===== config.mk =====
export PLATFORM = sky130hd
export DESIGN_NAME = servant_arbiter
export DESIGN_NICKNAME = d
export VERILOG_FILES = /design/src/rtl/wb_pkg.sv /design/src/rtl/servant_arbiter.sv
export SDC_FILE = /design/constraint.sdc
export NUM_CORES = 1
export LEC_CHECK = 0
export BUFFER_PORTS_ARGS = -buffer_cell sky130_fd_sc_hd__buf_2
export CAP_MARGIN = 20
export CORE_AREA = 2 2 119 121
export DETAILED_ROUTE_END_ITERATION = 10
export DIE_AREA = 0 0 121 123
export PLACE_DENSITY = 0.39
export SYNTH_ARGS = -nofsm -noshare
export SYNTH_HDL_FRONTEND = slang
export SYNTH_SLANG_ARGS = --single-unit

===== constraint.sdc =====
create_clock -name vclk -period 0.9
set_input_delay 0.045 -clock vclk [all_inputs]
set_output_delay 0.045 -clock vclk [all_outputs]
set_load 0.01 [all_outputs]

===== src/rtl/wb_pkg.sv =====
package wb_pkg;

   localparam int WORD_W = 32;
   localparam int SEL_W  = 4;
   localparam int BYTE_W = WORD_W / SEL_W;

   typedef logic [WORD_W-1:0] word_t;
   typedef logic [SEL_W-1:0]  sel_t;

   // Master to slave, fields are held stable while cyc is high
   typedef struct packed {
      word_t adr;
      word_t dat;
      sel_t  sel;
      logic  we;
      logic  cyc;
   } wb_req_t;

   // Slave to master, rdt is only meaningful while ack is high
   typedef struct packed {
      word_t rdt;
      logic  ack;
   } wb_rsp_t;

endpackage

===== src/rtl/servant_arbiter.sv =====
`timescale 1ns/1ps

module servant_arbiter (
   input  wb_pkg::wb_req_t i_ibus,
   output wb_pkg::wb_rsp_t o_ibus,
   input  wb_pkg::wb_req_t i_dmem,
   output wb_pkg::wb_rsp_t o_dmem,
   output wb_pkg::wb_req_t o_mem,
   input  wb_pkg::wb_rsp_t i_mem
);

   logic grant_i;

   assign grant_i = i_ibus.cyc; // Instruction fetch always wins

   always_comb begin
      o_mem.dat = i_dmem.dat; // Fetches never write so the data lanes stay on the data bus
      o_mem.cyc = i_ibus.cyc | i_dmem.cyc;
      if (grant_i) begin
         o_mem.adr = i_ibus.adr;
         o_mem.sel = '1;
         o_mem.we  = 1'b0;
      end else begin
         o_mem.adr = i_dmem.adr;
         o_mem.sel = i_dmem.sel;
         o_mem.we  = i_dmem.we;
      end
   end

   always_comb begin
      o_ibus.rdt = i_mem.rdt;
      o_ibus.ack = i_mem.ack & grant_i;
      o_dmem.rdt = i_mem.rdt;
      o_dmem.ack = i_mem.ack & ~grant_i;
   end

endmodule


==> flow_summary.json <==
{
  "gp_congestion": 0.6038,
  "viasPerCell": 2.567,
  "grt_pass1_vias": 811,
  "peakVddDrop_v": 0.00007096,
  "seq_cells": 0,
  "synth_area_per_cell_um2": 8.428,
  "die_w_um": 121,
  "required_ns": 0.85,
  "wire_per_inst_um": 8.639,
  "syn_area_um2": 1180,
  "yosysSeqAreaShare_pct": 0,
  "coreArea_um2": 13610,
  "cp_max_fo": 10,
  "multi_input_area_um2": 430.4,
  "io_buffers": 112,
  "drt_wl_total_um": 2894,
  "leakage_nw": 0.6554,
  "finalNetCount": 330,
  "slew_headroom_pct": 92.21,
  "swShare_pct": 37.75,
  "seq_area_um2": 0,
  "dp_hpwl_um": 2477,
  "drtPass1Iterations": 4,
  "top_usage_layer": "met2",
  "status": "finished with violations",
  "ys_types": 7,
  "track_usage_pct": 3.035,
  "startpoint": "i_ibus[0]",
  "final_core_util_pct": 9.826,
  "crit_path_start_kind": "input port",
  "internal-power_uw": 373.9,
  "yosys-top-cells-count": "buf_4, mux2_2, or2_2, buf_6",
  "drv_slew": 0,
  "yosys.area.top_type": "buf_4",
  "tightest_slew_ns": 0.1168,
  "grt_first_pass_wirelength_um": 3663,
  "layout_min_cycle_time_ns": 0.9160,
  "die_y_um": 123,
  "fin_crit_sh_pct": 101.8,
  "violations": "negative setup slack",
  "synth_simple_gate_area_share_pct": 4.242,
  "overflow": 0,
  "hp-start": "i_dmem[9]",
  "antenna_found_initial": 0,
  "muxShareOfSynthArea_pct": 31.18,
  "met2_usage_pct": 5.407,
  "power_density_nw_per_um2": 449.1,
  "hold_viol": 0,
  "postSynthCellCount": 140,
  "whs_ns": 0.09000,
  "drive_gt1_share_pct": 98.06,
  "synth_most_common_cell": "buf_4",
  "fmax_ghz": 1.092,
  "crit_end": "o_mem[68]",
  "fin_setup_tns_ns": -0.03106,
  "rsz0062_at_grt": "yes",
  "synthAdderAreaFrac_pct": 0,
  "cts_setup_buffers": 0,
  "rows": 43,
  "nClkBuffers": 0,
  "use_met1_pct": 2.444,
  "switchingPower_uw": 226.8,
  "critPathKind": "in2out",
  "maxCapViolations": 0,
  "yosysWarnings": 0,
  "hp-class": "in2out",
  "grt_max_degree": 21,
  "power_frac_clock_pct": 0,
  "finalSetupViolCount": 2,
  "yosysTopAreaCellShare_pct": 61.72,
  "synth_xor_area_share_pct": 0,
  "p_comb_share_pct": 100.0,
  "synth_top_family_by_area": "buffers and inverters",
  "pwr-share-seq_pct": 0,
  "drc": 0,
  "ant_nets": 0,
  "synth.area.top_cells": "buf_4, mux2_2, buf_6, or2_2, mux2_4",
  "crit_path_end_kind": "primary output",
  "drtIter0Drc": 6,
  "pin_count": 309,
  "grtUsageMet3_pct": 1.568,
  "antenna_cells": 0,
  "syn_nets": 313,
  "num-fill-cells": 1574,
  "initial_core_util_pct": 8.668,
  "fin_ws_ns": -0.01601,
  "dieArea_um2": 14880,
  "worstPathArrival_ns": 0.87,
  "syn_to_final_growth_pct": 13.36,
  "vias": 860,
  "synth-compound-area-share_pct": 0
}
==> per-stage QoR <==
step	instance area [µm²]	setup WS [ns]	cells	power [mW]
floorplan	1180	0.3399	140	0.7010
global placement	1244	-0.01570	334	0.5521
detailed placement	1244	-0.02952	334	0.5568
CTS	1318	-0.02123	335	0.6025
global route	1338	-0.03003	335	0.6595
finish	1338	-0.01601	335	0.6007
==> metal layers <==
metal	up-vias	wire (µm)
met5	-	0
met4	0	170
met3	30	616
met2	81	1347
met1	366	759
li1	383	-
==> layout by cell type (no fill, tap or decap) <==
cell and instances:
buf_2 103, mux2_2 30, buf_6 7, or2_4 5, nor2b_1 2, mux2_4 2
buf_4 2, buf_12 2, and2_1 1, bufbuf_16 1
==> critical path, cell delays in order <==
cell,delay [ns]
buf_4,0.14
bufbuf_16,0.27
mux2_4,0.30
buf_6,0.12
==> cells by family (layout without fill, tap and decap cells) <==
family	after synthesis	count (layout)
buffers and inverters	100	115
multiplexers	32	32
AND/OR/NAND/NOR	8	8
==> what timing repair did <==
item	4_1_cts	5_1_grt
gates cloned	1	0
hold buffers	0	0
gates resized for setup	9	5
setup endpoints to repair	7	9
==> worst min-delay path by stage <==
| stage | end | slack, ns | depth (start not counted) |
|---|---|---|---|
| 4_1_cts | o_mem[18] | 0.09 | 0 |
| 5_1_grt | o_mem[14] | 0.09 | 0 |
| 2_1_floorplan | o_dmem[10] | 0.18 | 1 |
| 6_report | o_mem[9] | 0.09 | 0 |
| 3_5_place_dp | o_mem[18] | 0.09 | 0 |
| 3_3_place_gp | o_mem[18] | 0.09 | 0 |
==> power by group through the flow <==
stage / Clock, mW / Combinational (mW) / Sequential (mW)
after floorplan: 0 / 0.701 / 0
after global placement: 0 / 0.552 / 0
after detailed placement: 0 / 0.557 / 0
after CTS: 0 / 0.602 / 0
after global routing: 0 / 0.660 / 0
final: 0 / 0.601 / 0
==> layout make-up <==
cell class         count  share of cell area [%]
repair buffers       115                   50.98
multi-input cells     40                   32.18
well taps            180                   16.84
(Power assumes the default switching activity.)
