--- src/rtl/soc_pkg.sv ---
package soc_pkg;

   localparam int MEM_BYTES = 8192;
   localparam int MEM_AW    = $clog2(MEM_BYTES);
   localparam int MEM_WORDS = MEM_BYTES / 4;

   // Region codes on adr[31:30]
   localparam logic [1:0] SEL_MEM   = 2'd0;
   localparam logic [1:0] SEL_GPIO  = 2'd1;
   localparam logic [1:0] SEL_TIMER = 2'd2;

   localparam int TIMER_W = 32;

   // Compare value that keeps the interrupt quiet until software sets it
   localparam logic [TIMER_W-1:0] MTIMECMP_RST = '1;

endpackage

--- src/rtl/wb_pkg.sv ---
package wb_pkg;

   localparam int WORD_W = 32;
   localparam int SEL_W  = 4;
   localparam int BYTE_W = WORD_W / SEL_W;

   typedef logic [WORD_W-1:0] word_t;
   typedef logic [SEL_W-1:0]  sel_t;

   // Master to slave, fields are held stable while cyc is high
   typedef struct packed {
      word_t adr;
      word_t dat;
      sel_t  sel;
      logic  we;
      logic  cyc;
   } wb_req_t;

   // Slave to master, rdt is only meaningful while ack is high
   typedef struct packed {
      word_t rdt;
      logic  ack;
   } wb_rsp_t;

endpackage
--- src/rtl/servant_mux.sv ---
`timescale 1ns/1ps

module servant_mux (
   input  logic            i_wb_clk,
   input  logic            i_rst_n,
   input  wb_pkg::wb_req_t i_dbus,
   output wb_pkg::wb_rsp_t o_dbus,
   output wb_pkg::wb_req_t o_dmem,
   input  wb_pkg::wb_rsp_t i_dmem,
   output wb_pkg::wb_req_t o_timer,
   input  wb_pkg::word_t   i_timer_rdt,
   output logic            o_q
);

   logic [1:0] region;
   logic       hit_mem;
   logic       hit_gpio;
   logic       hit_timer;
   logic       periph_ack;
   logic       gpio_q;

   assign region    = i_dbus.adr[31:30];
   assign hit_mem   = (region == soc_pkg::SEL_MEM);
   assign hit_gpio  = (region == soc_pkg::SEL_GPIO);
   assign hit_timer = (region == soc_pkg::SEL_TIMER);

   always_comb begin
      o_dmem      = i_dbus;
      o_dmem.cyc  = i_dbus.cyc & hit_mem;
      o_timer     = i_dbus;
      o_timer.cyc = i_dbus.cyc & hit_timer; // Region 3 never reaches the timer
   end

   // GPIO and timer answer here, the RAM supplies its own ack
   always_ff @(posedge i_wb_clk) begin
      if (!i_rst_n) begin
         periph_ack <= 1'b0;
      end else begin
         periph_ack <= i_dbus.cyc & ~hit_mem & ~periph_ack;
      end
   end

   always_ff @(posedge i_wb_clk) begin
      if (!i_rst_n) begin
         gpio_q <= 1'b0;
      end else if (i_dbus.cyc & i_dbus.we & hit_gpio) begin
         gpio_q <= i_dbus.dat[0];
      end
   end

   always_comb begin
      o_dbus.ack = hit_mem ? i_dmem.ack : periph_ack;
      case (region)
         soc_pkg::SEL_MEM: begin
            o_dbus.rdt = i_dmem.rdt;
         end
         soc_pkg::SEL_GPIO: begin
            o_dbus.rdt = {{(wb_pkg::WORD_W-1){1'b0}}, gpio_q};
         end
         default: begin
            o_dbus.rdt = i_timer_rdt; // Timer and the unused top region read mtime
         end
      endcase
   end

   assign o_q = gpio_q;

endmodule

--- config.mk ---
export PLATFORM = sky130hd
export DESIGN_NAME = servant_mux
export DESIGN_NICKNAME = d
export VERILOG_FILES = /design/src/rtl/soc_pkg.sv /design/src/rtl/wb_pkg.sv /design/src/rtl/servant_mux.sv
export SDC_FILE = /design/constraint.sdc
export NUM_CORES = 1
export LEC_CHECK = 0
export ABC_CLOCK_PERIOD_IN_PS = 2200
export BUFFER_PORTS_ARGS = -buffer_cell sky130_fd_sc_hd__buf_2
export CAP_MARGIN = 20
export CELL_PAD_IN_SITES_DETAIL_PLACEMENT = 1
export CELL_PAD_IN_SITES_GLOBAL_PLACEMENT = 1
export CORE_AREA = 2 2 119 121
export CTS_BUF_LIST = sky130_fd_sc_hd__clkbuf_2 sky130_fd_sc_hd__clkbuf_4 sky130_fd_sc_hd__clkbuf_8
export CTS_CLUSTER_DIAMETER = 120
export DETAILED_ROUTE_END_ITERATION = 10
export DIE_AREA = 0 0 121 123
export GPL_TIMING_DRIVEN = 0
export PLACE_DENSITY = 0.71
export SLEW_MARGIN = 20
export SYNTH_ARGS = -nofsm -noshare
export SYNTH_HDL_FRONTEND = slang
export SYNTH_SLANG_ARGS = --single-unit
--- constraint.sdc ---
create_clock -name i_wb_clk -period 2.2 [get_ports i_wb_clk]
set_input_delay 0.33 -clock i_wb_clk [delete_from_list [all_inputs] [get_ports i_wb_clk]]
set_output_delay 0.33 -clock i_wb_clk [all_outputs]
set_load 0.05 [all_outputs]
==> results.toml <==
[synth]
syn_area_per_cell_um2 = 7.80
syn_area_um2 = 1500
yosys.cell_types.count = 14
syn-num-nets = 329
yosys_register_bits = 2
ys_warn_count = 0
syn-instance-count = 192
synth_seq_area_share = 0.0267

[layout]
num-nets-final = 578
fin_area_um2 = 2990
final_common_cell = "buf_2"
area_growth_pct = 99.5
layout-drive-gt1-share = 0.897
layout.cells.most_common_list = "buf_2, buf_4, a22o_1, nand2_1, buf_6"
seqCellArea_um2 = 40.0
multiInputGateArea_um2 = 362
fill_cells = 1733
final_util = 0.220

[job]
maxCapViolations = 0

[detailed_routing]
wl_per_cell_um = 12.1
wl_mm = 7.50
dr.pass1.iters = 2
first_iter_violations = 22
num_vias = 2094
vias_per_cell = 3.38
drc = 0
ant_nets = 0

[clock_network]
post_cts_resized = 0
ctsLongestPathBuffers = 2
clkTransAtPathRegs_ns = 0.03
cts_tree = "done"
clock-sinks = 2
htree_levels = 1
holdBufCountCts = 0
cts_setup_buffers = 0
clk-insertion-delay-late_ns = 0.21
clockRootBuffer = "clkbuf_8"
cts_buffers = 3

[power_and_ir_drop]
ir_drop_mv = 0.306
p_per_area_nw_per_um2 = 451
p_leak_uw = 0.00187
finalPower_uw = 1350

[setup_path]
end_kind = "primary output"
critPathKind = "input pin to primary output"
critPathRequiredTime_ns = 1.87
reg2reg_depth = 2
reg2reg_slack_ns = 1.59
crit_arrival_ns = 1.37
startpoint_type = "input pin"
crit_end = "o_dbus[17]"
path_max_fanout = 10
r2r-end = "o_q$_SDFFE_PN0P_"
reg2reg_from = "o_q$_SDFFE_PN0P_"
critical_path.startpoint = "i_dbus[68]"

[outcome]
status = "completed"

[floorplanning]
start_util = 0.110
io_pins = 311
row_count = 43
core_area_um2 = 13600
die_area_um2 = 14900
die_height_um = 123
die_x_um = 121

[grt]
grt_usage = 0.0833
grt_antenna_before_repair = 0
grt_pass1_vias = 1973
grt_pass1_wl_mm = 9.72
overflow = 0
grt_max_degree = 11

[sta]
worst_pin_slew_ns = 0.314
finalCritPeriodShare = 0.773
slew_headroom = 0.792
drv_slew = 0
rsz0062_at_grt = "no"
finalCriticalPeriod_ns = 1.70
skew_ns = 0
tns_ns = 0
fmax_mhz = 588
hold_viol = 0
setup_viol = 0

[placement]
place_congestion = 0.729
port_buffers = 244
post_dp_cell_area_um2 = 2940
dp_hpwl_mm = 6.97

[hold_path]
holdCritPathClass = "input pin to flip-flop"
state kept, by name, indices dropped and copies added, names as in the netlist:
register and flops:
o_q 1, periph_ack 1
cell type report:
type | instances | share of cell area
clock buffer | 3 | 0.0138
timing repair buffer | 244 | 0.409
tap | 180 | 0.0754
buffer | 145 | 0.367
multi-input combinational | 45 | 0.121
antenna | 1 | 0.000838
sequential | 2 | 0.0134
per-layer routing:
layer  wire length, µm  global-route usage
met5                 0                   0
met4                14             0.00945
met3              1000              0.0240
met2              4090               0.176
met1              2390              0.0809
worst min-delay path by stage:
| stage | start | to | depth (start not counted) |
|---|---|---|---|
| final | i_rst_n | periph_ack$_SDFF_PN0_ | 3 |
| after global routing | i_rst_n | periph_ack$_SDFF_PN0_ | 3 |
| after CTS | i_rst_n | periph_ack$_SDFF_PN0_ | 3 |
| after detailed placement | periph_ack$_SDFF_PN0_ | periph_ack$_SDFF_PN0_ | 1 |
| after global placement | periph_ack$_SDFF_PN0_ | periph_ack$_SDFF_PN0_ | 1 |
| after floorplan | periph_ack$_SDFF_PN0_ | periph_ack$_SDFF_PN0_ | 1 |
through the flow:
step / cells / hold slack (ns) / worst slack (ns)
3_5_place_dp: 616 / 0.413 / 0.440
2_1_floorplan: 192 / 0.393 / 0.369
5_1_grt: 619 / 0.403 / 0.408
4_1_cts: 619 / 0.376 / 0.441
3_3_place_gp: 616 / 0.403 / 0.441
6_report: 620 / 0.375 / 0.499
critical path, stage by stage:
cell and delay (ns):
buf_2 0.15, nor2_4 0.26, buf_6 0.19, a22o_1 0.16
buf_2 0.27
power breakdown:
group	total [µW]	switching [µW]	internal (µW)	leakage [µW]
registers	38.8	0.782	38.0	0.0000163
logic	1160	804	360	0.00183
clock network	146	29.8	116	0.0000216
total	1350	834	514	0.00187
cells in the mapped netlist:
master,number,area share
buf_4,138,0.69
buf_2,3,0.010
nor3_1,1,0.0033
nor2_4,1,0.0075
nor2_1,1,0.0025
a22o_1,31,0.18
mux2i_1,2,0.013
dfxtp_1,2,0.027
buf_6,4,0.030
and2_1,1,0.0042
nand2_1,5,0.013
o21ai_0,1,0.0033
nand4b_1,1,0.0058
mux2_2,1,0.0075
cells by family (layout without fill, tap and decap cells):
| kind of cell | after synthesis | in the layout | share of synthesized area |
|---|---|---|---|
| buffers and inverters | 145 | 392 | 0.732 |
| AO/OA/AOI/OAI | 32 | 32 | 0.185 |
| AND/OR/NAND/NOR | 10 | 10 | 0.0359 |
| multiplexers | 3 | 3 | 0.0209 |
| flip-flops | 2 | 2 | 0.0267 |
| other | 0 | 1 | 0 |
Note: power is estimated with default switching activity, not from simulation.
