==> src/rtl/soc_pkg.sv <==
package soc_pkg;

   localparam int MEM_BYTES = 8192;
   localparam int MEM_AW    = $clog2(MEM_BYTES);
   localparam int MEM_WORDS = MEM_BYTES / 4;

   // Region codes on adr[31:30]
   localparam logic [1:0] SEL_MEM   = 2'd0;
   localparam logic [1:0] SEL_GPIO  = 2'd1;
   localparam logic [1:0] SEL_TIMER = 2'd2;

   localparam int TIMER_W = 32;

   // Compare value that keeps the interrupt quiet until software sets it
   localparam logic [TIMER_W-1:0] MTIMECMP_RST = '1;

endpackage

==> src/rtl/wb_pkg.sv <==
package wb_pkg;

   localparam int WORD_W = 32;
   localparam int SEL_W  = 4;
   localparam int BYTE_W = WORD_W / SEL_W;

   typedef logic [WORD_W-1:0] word_t;
   typedef logic [SEL_W-1:0]  sel_t;

   // Master to slave, fields are held stable while cyc is high
   typedef struct packed {
      word_t adr;
      word_t dat;
      sel_t  sel;
      logic  we;
      logic  cyc;
   } wb_req_t;

   // Slave to master, rdt is only meaningful while ack is high
   typedef struct packed {
      word_t rdt;
      logic  ack;
   } wb_rsp_t;

endpackage
==> src/rtl/servant_timer.sv <==
`timescale 1ns/1ps

module servant_timer (
   input  logic            i_wb_clk,
   input  logic            i_rst_n,
   input  wb_pkg::wb_req_t i_timer,
   output wb_pkg::word_t   o_rdt,
   output logic            o_irq
);

   logic [soc_pkg::TIMER_W-1:0] mtime;
   logic [soc_pkg::TIMER_W-1:0] mtimecmp;
   logic                        irq_q;

   always_ff @(posedge i_wb_clk) begin
      if (!i_rst_n) begin
         mtime <= '0;
      end else begin
         mtime <= mtime + 1'b1; // Free running, wraps silently
      end
   end

   always_ff @(posedge i_wb_clk) begin
      if (!i_rst_n) begin
         mtimecmp <= soc_pkg::MTIMECMP_RST;
      end else if (i_timer.cyc & i_timer.we) begin
         mtimecmp <= i_timer.dat[soc_pkg::TIMER_W-1:0];
      end
   end

   always_ff @(posedge i_wb_clk) begin
      if (!i_rst_n) begin
         irq_q <= 1'b0;
      end else begin
         irq_q <= (mtime >= mtimecmp); // Unsigned compare
      end
   end

   assign o_rdt = wb_pkg::word_t'(mtime);
   assign o_irq = irq_q;

endmodule

==> config.mk <==
export PLATFORM = sky130hd
export DESIGN_NAME = servant_timer
export DESIGN_NICKNAME = d
export VERILOG_FILES = /design/src/rtl/soc_pkg.sv /design/src/rtl/wb_pkg.sv /design/src/rtl/servant_timer.sv
export SDC_FILE = /design/constraint.sdc
export NUM_CORES = 1
export LEC_CHECK = 0
export CORE_UTILIZATION = 35
export DETAILED_ROUTE_END_ITERATION = 8
export DONT_BUFFER_PORTS = 1
export PLACE_DENSITY_LB_ADDON = 0.05
export SYNTH_ARGS = -nofsm -noshare
export SYNTH_HDL_FRONTEND = slang
export SYNTH_SLANG_ARGS = --single-unit
export TNS_END_PERCENT = 1
==> constraint.sdc <==
create_clock -name i_wb_clk -period 5 [get_ports i_wb_clk]
set_clock_uncertainty 0.05 [all_clocks]
set_input_delay 0.25 -clock i_wb_clk [delete_from_list [all_inputs] [get_ports i_wb_clk]]
set_output_delay 0.25 -clock i_wb_clk [all_outputs]
set_load 0.05 [all_outputs]
==> out/qor.yml, run 1 <==
avgViaCountPerCell: 4.88
pin_slew_with_the_least_headroom_to_its_limit_ns: 1.10
power.share.combinational_pct: 7.7
clock_pin_slew_of_the_registers_on_the_worst_case_setup_and_hold_paths_ns: 0.07
cts_root_buffer: "clkbuf_8"
p_switching_mw: 0.257
power.share.clock_pct: 41.0
timing_max_transition_violations_final: 0
antenna_cells_inserted: 0
count_of_flip_flops_with_a_built_in_enable_after_synthesis: 0
dp_slack_ns: 2.29
drcViolationCount: 0
num_io_pins: 105
final-hold-violation-count: 0
postSynth.asyncResetShare_pct: 0
post_route_clock_period_utilization_pct: 54.2
worst_ep_arrival_time_ns: 2.89
total_power_mw: 1.08
place.detailed.hpwl_mm: 4.87
sw_frac_of_total_pct: 23.9
pin_count_of_the_biggest_net_entering_global_routing: 65
synthesis.area_um2: 3360
most_used_flip_flop_cell_after_synthesis: "dfxtp_1"
ant_nets: 0
worstRegToRegCells: 6
regToRegSetupSlack_ns: 2.29
holdWs_ns: 0.0153
antenna_found_initial: 0
drt_pass1_iterations: 4
maxCapViolCount: 0
final_period_minus_worst_setup_slack_ns: 2.71
tritoncts: "yes"
max_freq_mhz: 369
drt_iter0_drc: 55
cellLeakagePower_nw: 1.87
postLayoutSetupSlackWorst_ns: 2.29
post_cts_resized: 0
ys_ff_latch: 65
routed_wirelength_mm: 7.44
die_width_um: 100
cell_internal_pwr_mw: 0.820
vias_in_the_first_global_route: 2546
vias: 2621
cp-startpoint: "o_rdt[0]"
layout.nets: 508
syn-mean-instance-area_um2: 8.92
initial_utilization_pct: 36.2
yosys_warnings: 0
layout.filler_cells: 961
power-per-cell-area_nw_per_um2: 271
flow.area_growth_from_synthesis_pct: 18.2
detailed_place.area_um2: 3460
floorplan.die_area_um2: 10000
tritoncts.num_buffers: 9
ys_types: 41
die_h_um: 100
clkSinkCount: 65
max-vdd-ir-drop_mv: 0.148
synth.mux.area_fraction_pct: 0
first_pass_grt_wire_length_mm: 12.5
outcome: "complete, no violations"
synth_fa_ha_area_share_pct: 12.3
rsz_0062_raised_after_global_routing: "false"
yosysSeqAreaShare_pct: 38.7
drive_above_1_share_pct: 6.37
synth-simple-area-share_pct: 22.9
worst-path-max-fanout: 12
critPathCapture: "o_rdt[28]"
timing.max_slew.rel_slack_pct: 26.7
min_path_cells: 2
post_synth_xor_area_fraction_pct: 7.03
design.core.area_um2: 9280
postSynthNetCount: 482
gpl.final_weighted_congestion: 0.690
grt_usage_pct: 16.1
post_cts_repair_timing_setup_buffer_count: 0
finalSetupTns_ns: 0
fin_area_um2: 3970
globalRouteOverflowTotal: 0
post_drt_wl_per_cell_um: 13.9
cts.path.max_buffers: 2
worstSkewPairLatency_ns: 0.34
worst_ep_required_time_ns: 5.19
worstSetupPathType: "flip-flop to flip-flop"
synth-compound-area-share_pct: 12.9
layout.cells.non_filler: 537
hold_class: "input port to flip-flop"
placed_cells: 490
post_synth_inst_count: 377
worst_setup_path_start_kind: "flip-flop"
worstReg2RegEnd: "o_rdt[28]"
timing.rr.start: "o_rdt[0]"
final_core_util_pct: 42.8
placementRows: 35
io_buffer_count: 0
synth_top_family_by_area: "simple AND/OR/NAND/NOR gates"
final-setup-viol-count: 0
ctsHtreeMaxLevel: 3
seq_power_share_pct: 51.2
critical_path.endpoint_type: "flip-flop"
layout make-up:
class                   instances  area [um^2]  area share [%]
flip-flops and latches         65         1300            32.7
multi-input cells             259         1860            46.7
repair buffers                 31          328            8.25
well taps                     129          161            4.06
clock buffers                  13          149            3.75
clock inverters                 3         40.0            1.01
inverters                      37          139            3.49
power groups by stage:
stage | logic, mW | clock network, mW | registers, mW
finish | 0.0834 | 0.442 | 0.552
detailed placement | 0.0556 | 0 | 0.564
floorplan | 0.0512 | 0 | 0.562
global placement | 0.0545 | 0 | 0.564
CTS | 0.0850 | 0.462 | 0.552
global route | 0.0969 | 0.488 | 0.554
worst min-delay path by stage:
stage / end / slack (ns) / from
after floorplan: mtimecmp[12] / 0.34 / i_timer[18]
after global placement: mtimecmp[28] / 0.29 / i_rst_n
after detailed placement: mtimecmp[27] / 0.30 / i_rst_n
after CTS: o_irq / 0.002 / i_rst_n
after global routing: mtimecmp[13] / 0.01 / i_timer[19]
final: mtimecmp[13] / 0.02 / i_timer[19]
registers in the layout, indices dropped and copies added, names as in the netlist:
register	cells
mtimecmp	32
o_irq	1
o_rdt	32
repair_timing:
item                       CTS  global route
hold endpoints to repair    64             0
setup endpoints to repair    0             0
hold buffers                31             0
metal layers:
| layer | global-route usage, % | share of wire [%] |
|---|---|---|
| met1 | 18.5 | 47 |
| met2 | 27.9 | 47 |
| met3 | 6.34 | 5.4 |
| met4 | 4.68 | 1.1 |
| met5 | 0 | 0 |
cell usage after synthesis, types with 2 or more instances:
master,instances,area (um^2)
o21ai_0,8,40.0
a221o_1,2,20.0
nor2_1,6,22.5
or3_1,3,18.8
nor3_1,6,30.0
nand2_1,47,176
o211ai_1,33,248
xnor2_1,15,131
inv_1,37,139
clkbuf_1,13,48.8
ha_1,33,413
a21o_1,2,15.0
nand3_1,15,75.1
nor3_2,3,30.0
and2_1,29,181
nand4_1,5,31.3
nand4_2,2,25.0
a21oi_1,8,40.0
a211oi_1,2,15.0
buf_1,2,7.51
a21boi_1,3,22.5
xor2_1,12,105
and3_1,2,12.5
nor4_1,3,18.8
dfxtp_1,65,1300
and4_1,6,52.6
placed cells by master (no fill, tap or decap), types with 2 or more instances in the layout:
| cell type | netlist | final |
|---|---|---|
| dfxtp_1 | 65 | 65 |
| nand2_1 | 47 | 47 |
| inv_1 | 37 | 37 |
| o211ai_1 | 33 | 33 |
| ha_1 | 33 | 33 |
| dlygate4sd3_1 | 0 | 30 |
| and2_1 | 29 | 28 |
| nand3_1 | 15 | 15 |
| xnor2_1 | 15 | 15 |
| xor2_1 | 12 | 12 |
| clkbuf_8 | 0 | 10 |
| o21ai_0 | 8 | 8 |
| a21oi_1 | 8 | 8 |
| and4_1 | 6 | 6 |
| nor3_1 | 6 | 6 |
| nor2_1 | 6 | 6 |
| nand4_1 | 5 | 5 |
| nor3_2 | 3 | 3 |
| nor4_1 | 3 | 3 |
| or3_1 | 3 | 3 |
| a21boi_1 | 3 | 3 |
| clkbuf_1 | 13 | 3 |
| nand4_2 | 2 | 2 |
| a211oi_1 | 2 | 2 |
| and3_1 | 2 | 2 |
| a21o_1 | 2 | 2 |
| a221o_1 | 2 | 2 |
| clkinv_2 | 0 | 2 |
logic make-up (layout without fill, tap and decap cells):
logic type | after synthesis | in the layout
AOI/OAI and AO/OA | 62 | 62
xor gates and xnor gates | 27 | 27
adders and majority gates | 33 | 33
buffers and inverters | 53 | 84
DFF | 65 | 65
and+or+nand+nor | 137 | 137
worst max-delay path, stage by stage (launching register included):
cell     delay [ns]
dfxtp_1        0.78
ha_1           0.41
nand2_1        0.09
or4_4          0.65
nor4_1         0.33
xor2_1         0.10
and2_1         0.17
No activity file was read; power rests on OpenSTA's default activity.
==> inputs of run 2 (changes only) <==
Settings changed: ABC_AREA set to 1.
Clock period 5 ns to 2.43 ns, I/O delays scaled along.
==> out/qor.yml, run 2 <==
synth-compound-area-share_pct: 14.4
worst_path_largest_cell_delay_ns: 0.42
synth_fa_ha_area_share_pct: 11.4
yosys_warnings: 0
post_synth_inst_count: 502
drcViolationCount: 0
post_route_clock_period_utilization_pct: 75.6
rsz_0062_raised_after_global_routing: "false"
vias_in_the_first_global_route: 3216
hold_class: "input port to flip-flop"
final-hold-violation-count: 0
holdWs_ns: 0.0249
synth_top_family_by_area: "simple AND/OR/NAND/NOR gates"
synthesis.area_um2: 3620
ys_types: 30
postSynth.asyncResetShare_pct: 0
ant_nets: 0
synth_top_area_cell: "dfxtp_1"
yosys-top-cells-count: "135 x nand2_1, 67 x inv_1, 65 x dfxtp_1"
layout.nets: 672
avgViaCountPerCell: 4.68
worst_setup_path_start_kind: "flip-flop"
finalSetupTns_ns: 0
io_buffer_count: 0
post_drt_wl_per_cell_um: 13.1
placed_cells: 656
postLayoutSetupSlackWorst_ns: 0.592
synth_area_leaders: "dfxtp_1 36%, nand2_1 14%, ha_1 11%"
die_h_um: 104
placementRows: 36
maxCapViolCount: 0
first_pass_grt_wire_length_mm: 15.7
highest_count_cells_in_the_layout_ignoring_fill_and_taps: "135 x nand2_1, 67 x inv_1, 65 x dfxtp_1"
globalRouteOverflowTotal: 0
critical-path-top-delay-family: "simple AND/OR/NAND/NOR gates"
multi_input_area_um2: 2000
routed_wirelength_mm: 9.22
gpl.final_weighted_congestion: 0.824
worst-path-max-fanout: 5
die_width_um: 104
slowest_stage_cell_cp: "dfxtp_1"
pin_slew_with_the_least_headroom_to_its_limit_ns: 0.778
grt_usage_pct: 18.2
cts.path.max_buffers: 2
max-vdd-ir-drop_mv: 0.202
synth-simple-area-share_pct: 28.4
power-per-cell-area_nw_per_um2: 483
vias: 3298
cellLeakagePower_nw: 2.11
post_cts_resized: 0
flow.area_growth_from_synthesis_pct: 24.4
ctsHtreeMaxLevel: 3
antenna_found_initial: 0
detailed_place.area_um2: 3990
fin_area_um2: 4500
drive_above_1_share_pct: 12.1
layout.cells.non_filler: 705
layout.filler_cells: 1067
antenna_cells_inserted: 0
tritoncts.num_buffers: 9
timing.max_slew.rel_slack_pct: 47.8
clock_pin_slew_of_the_registers_on_the_worst_case_setup_and_hold_paths_ns: 0.07
worstSetupPathType: "flip-flop to flip-flop"
worstPathBufferInverterCount: 2
initial_utilization_pct: 36.5
area_share_of_the_largest_cell_type_after_synthesis_pct: 36.0
final_period_minus_worst_setup_slack_ns: 1.84
place.detailed.hpwl_mm: 6.68
critical_path.endpoint_type: "flip-flop"
post_cts_repair_timing_setup_buffer_count: 0
num_io_pins: 105
post-synth-top-count-cell: "nand2_1"
postSynthNetCount: 607
drt_pass1_iterations: 4
drt_iter0_drc: 118
worstSkewPairLatency_ns: 0.35
design.core.area_um2: 9910
final-setup-viol-count: 0
post_synth_xor_area_fraction_pct: 0.969
ys_ff_latch: 65
tritoncts: "yes"
cp_cell_sequence: "ha_1 -> nand2_1 -> inv_2 -> nand3_4 -> nor2_1 -> inv_1 -> o21ai_0 -> a21oi_1"
cts_root_buffer: "clkbuf_8"
clkSinkCount: 65
ff_latch_area_um2: 1300
leading_cell_type_in_the_layout_fill_and_taps_excluded: "nand2_1"
floorplan.die_area_um2: 10700
synth.mux.area_fraction_pct: 0
max_freq_mhz: 544
pin_count_of_the_biggest_net_entering_global_routing: 42
most_used_flip_flop_cell_after_synthesis: "dfxtp_1"
worst_ep_arrival_time_ns: 2.00
count_of_flip_flops_with_a_built_in_enable_after_synthesis: 0
syn-mean-instance-area_um2: 7.21
outcome: "complete, no violations"
worst_ep_required_time_ns: 2.59
dp_slack_ns: 0.662
postCtsHoldBufs: 33
yosysSeqAreaShare_pct: 36.0
timing_max_transition_violations_final: 0
==> run 2: cell types whose count changed after synthesis, moves of 5 or more <==
| cell | change |
|---|---|
| a21oi_1 | +29 |
| and2_1 | -29 |
| and4_1 | -6 |
| inv_1 | +30 |
| inv_2 | +5 |
| nand2_1 | +88 |
| nand3b_1 | +5 |
| nor2_1 | +35 |
| nor3_1 | +5 |
| o21a_1 | +5 |
| xnor2_1 | -13 |
| xor2_1 | -10 |
==> run 2: worst paths after layout <==
kind | start | end | slack (ns) | cells after the start
min reg2reg | o_rdt[28] | o_rdt[28] | 0.45 | 2
min | i_rst_n | mtimecmp[16] | 0.02 | 2
max reg2reg | o_rdt[0] | o_rdt[16] | 0.59 | 8
max | o_rdt[0] | o_rdt[16] | 0.59 | 8
==> run 2: per-stage QoR <==
step | utilization [%] | power [mW]
after floorplan | - | 1.26
after global placement | 40.2 | 1.29
after detailed placement | 40.2 | 1.29
after CTS | 45.4 | 2.21
after global routing | 45.4 | 2.28
final | 45.4 | 2.17
==> run 2: cells by family after synthesis <==
group           Yosys count
compound gates           85
xor+xnor                  4
fa+ha+maj                33
buf+inv                  85
flops                    65
simple gates            230
==> run 2: area by class of cell <==
cell class                 instances  share of cell area, %
clock buffer                      13                   3.53
tap                              133                   3.70
multi-input combinational        352                   44.4
sequential                        65                   28.9
timing repair buffer              66                   13.1
inverter                          73                   6.09
clock inverter                     3                  0.334
==> run 2: per-layer routing <==
layer / share of wire [%] / GRT usage (%) / routed length [um]
met1: 49 / 23.7 / 4510
met5: 0 / 0 / 0
met4: 2.2 / 8.67 / 204
met3: 4.4 / 2.96 / 404
met2: 44 / 29.4 / 4100
==> run 2: power breakdown <==
part | switching, mW | internal, mW | leakage, nW
Sequential | 0.0141 | 1.10 | 0.531
Clock | 0.430 | 0.422 | 0.0932
Combinational | 0.113 | 0.0894 | 1.49
Total | 0.558 | 1.62 | 2.11
==> inputs of run 3 (changes only) <==
Settings changed: ABC_AREA 1 to 0.
Clock period 2.43 ns to 1.9 ns, I/O delays scaled along.
==> out/qor.yml, run 3 (synthesized netlist as in run 1, its figures left out) <==
timing_max_transition_violations_final: 0
drt_iter0_drc: 50
grtUsageMet1_pct: 22.4
globalRouteOverflowTotal: 0
multi_input_area_um2: 1890
holdWs_ns: 0.0139
timing.max_slew.rel_slack_pct: 68.2
ctsHtreeMaxLevel: 3
pin_count_of_the_biggest_net_entering_global_routing: 66
finalSetupTns_ns: 0
gpl.final_weighted_congestion: 0.794
worstSetupPathType: "flip-flop to flip-flop"
floorplan.die_area_um2: 10000
worst_ep_required_time_ns: 2.12
seq_power_share_pct: 50.9
ant_nets: 0
first_pass_grt_wire_length_mm: 13.4
hold_class: "input port to flip-flop"
grt_busiest_layer: "met2"
drcViolationCount: 0
die_width_um: 100
final-setup-viol-count: 0
drive_above_1_share_pct: 22.2
ff_latch_area_um2: 1360
post_route_clock_period_utilization_pct: 98.1
critical_path.endpoint_type: "flip-flop"
vias_in_the_first_global_route: 2707
place.detailed.hpwl_mm: 5.61
avgViaCountPerCell: 4.74
worstSkewPairLatency_ns: 0.34
cp_cell_sequence: "nand4_4 -> or4_4 -> buf_4 -> or3_1 -> a21boi_1"
routed_wirelength_mm: 7.98
layout.nets: 556
rsz_0062_raised_after_global_routing: "true"
initial_utilization_pct: 36.2
clock_pin_slew_of_the_registers_on_the_worst_case_setup_and_hold_paths_ns: 0.07
tritoncts: "yes"
io_buffer_count: 0
power-per-cell-area_nw_per_um2: 626
power.share.combinational_pct: 9.7
design.core.area_um2: 9280
total_power_mw: 2.78
num_io_pins: 105
worst_setup_path_start_kind: "flip-flop"
drt_pass1_iterations: 4
max_freq_mhz: 537
die_h_um: 100
worst_ep_arrival_time_ns: 2.08
layout.filler_cells: 914
worst-path-max-fanout: 5
worst_path_largest_cell_delay_ns: 0.60
slowest_stage_cell_cp: "or4_4"
grt_usage_pct: 17.3
power.share.clock_pct: 39.4
clkSinkCount: 65
post_drt_wl_per_cell_um: 13.7
maxCapViolCount: 0
p_switching_mw: 0.684
cellLeakagePower_nw: 2.14
final-hold-violation-count: 0
sw_frac_of_total_pct: 24.6
flow.area_growth_from_synthesis_pct: 32.2
antenna_found_initial: 0
cell_internal_pwr_mw: 2.10
cts_root_buffer: "clkbuf_8"
pin_slew_with_the_least_headroom_to_its_limit_ns: 0.477
globalRouteMet2Util_pct: 28.3
final_period_minus_worst_setup_slack_ns: 1.86
leading_cell_type_in_the_layout_fill_and_taps_excluded: "nand2_1"
max-vdd-ir-drop_mv: 0.279
antenna_cells_inserted: 0
cts.path.max_buffers: 2
outcome: "complete, no violations"
globalRouteMet3Util_pct: 2.99
highest_count_cells_in_the_layout_ignoring_fill_and_taps: "47 x nand2_1, 45 x buf_4, 41 x dfxtp_1"
tritoncts.num_buffers: 9
post_cts_repair_timing_setup_buffer_count: 0
vias: 2769
placementRows: 35
run 3: critical path, delay by kind of cell, from the launching register on:
kind,cells,cell delay [ns]
AO/OA/AOI/OAI,1,0.13
buffers and inverters,1,0.18
flip-flops,1,0.37
AND/OR/NAND/NOR,3,1.05
run 3: power groups by stage:
stage / clock (mW) / sequential (mW) / combinational [mW]
2_1_floorplan: 0 / 1.47 / 0.136
3_3_place_gp: 0 / 1.45 / 0.190
3_5_place_dp: 0 / 1.45 / 0.195
4_1_cts: 1.15 / 1.42 / 0.275
5_1_grt: 1.20 / 1.42 / 0.306
6_report: 1.09 / 1.42 / 0.270
run 3: area by class of cell:
type,instances,share of cell area [%]
well taps,129,3.63
repair buffers,79,15.9
flip-flops and latches,65,30.7
clock inverters,2,0.253
inverters,37,3.13
multi-input cells,259,42.6
clock buffers,13,3.80
run 3: worst paths after layout:
check	startpoint	end	slack, ns	cells past startpoint
setup / recovery	o_rdt[4]	o_rdt[16]	0.04	5
hold reg to reg	mtimecmp[7]	mtimecmp[7]	0.45	2
hold / removal	i_rst_n	mtimecmp[26]	0.01	2
setup reg to reg	o_rdt[4]	o_rdt[16]	0.04	5
run 3: metrics by stage:
stage	instances	util, %	setup slack, ns	area [um^2]
4_1_cts	584	47.7	0.0172	4430
2_1_floorplan	377	-	-0.0124	3450
3_5_place_dp	536	42.0	-0.135	3900
5_1_grt	584	47.9	-0.0510	4440
6_report	584	47.9	0.0367	4440
3_3_place_gp	536	42.0	-0.153	3900
run 3: timing repair:
item | in CTS | in global routing
pin swaps | 1 | 3
resized for setup | 2 | 3
endpoints found under the setup margin | 1 | 11
hold endpoints to repair | 65 | 0
hold buffers | 33 | 0
run 3: layer usage:
metal / vias to the layer above / share of wire, %
met4: 0 / 1.6
met1: 1256 / 49
met3: 9 / 3.4
met2: 47 / 46
li1: 1457 / -
met5: - / 0
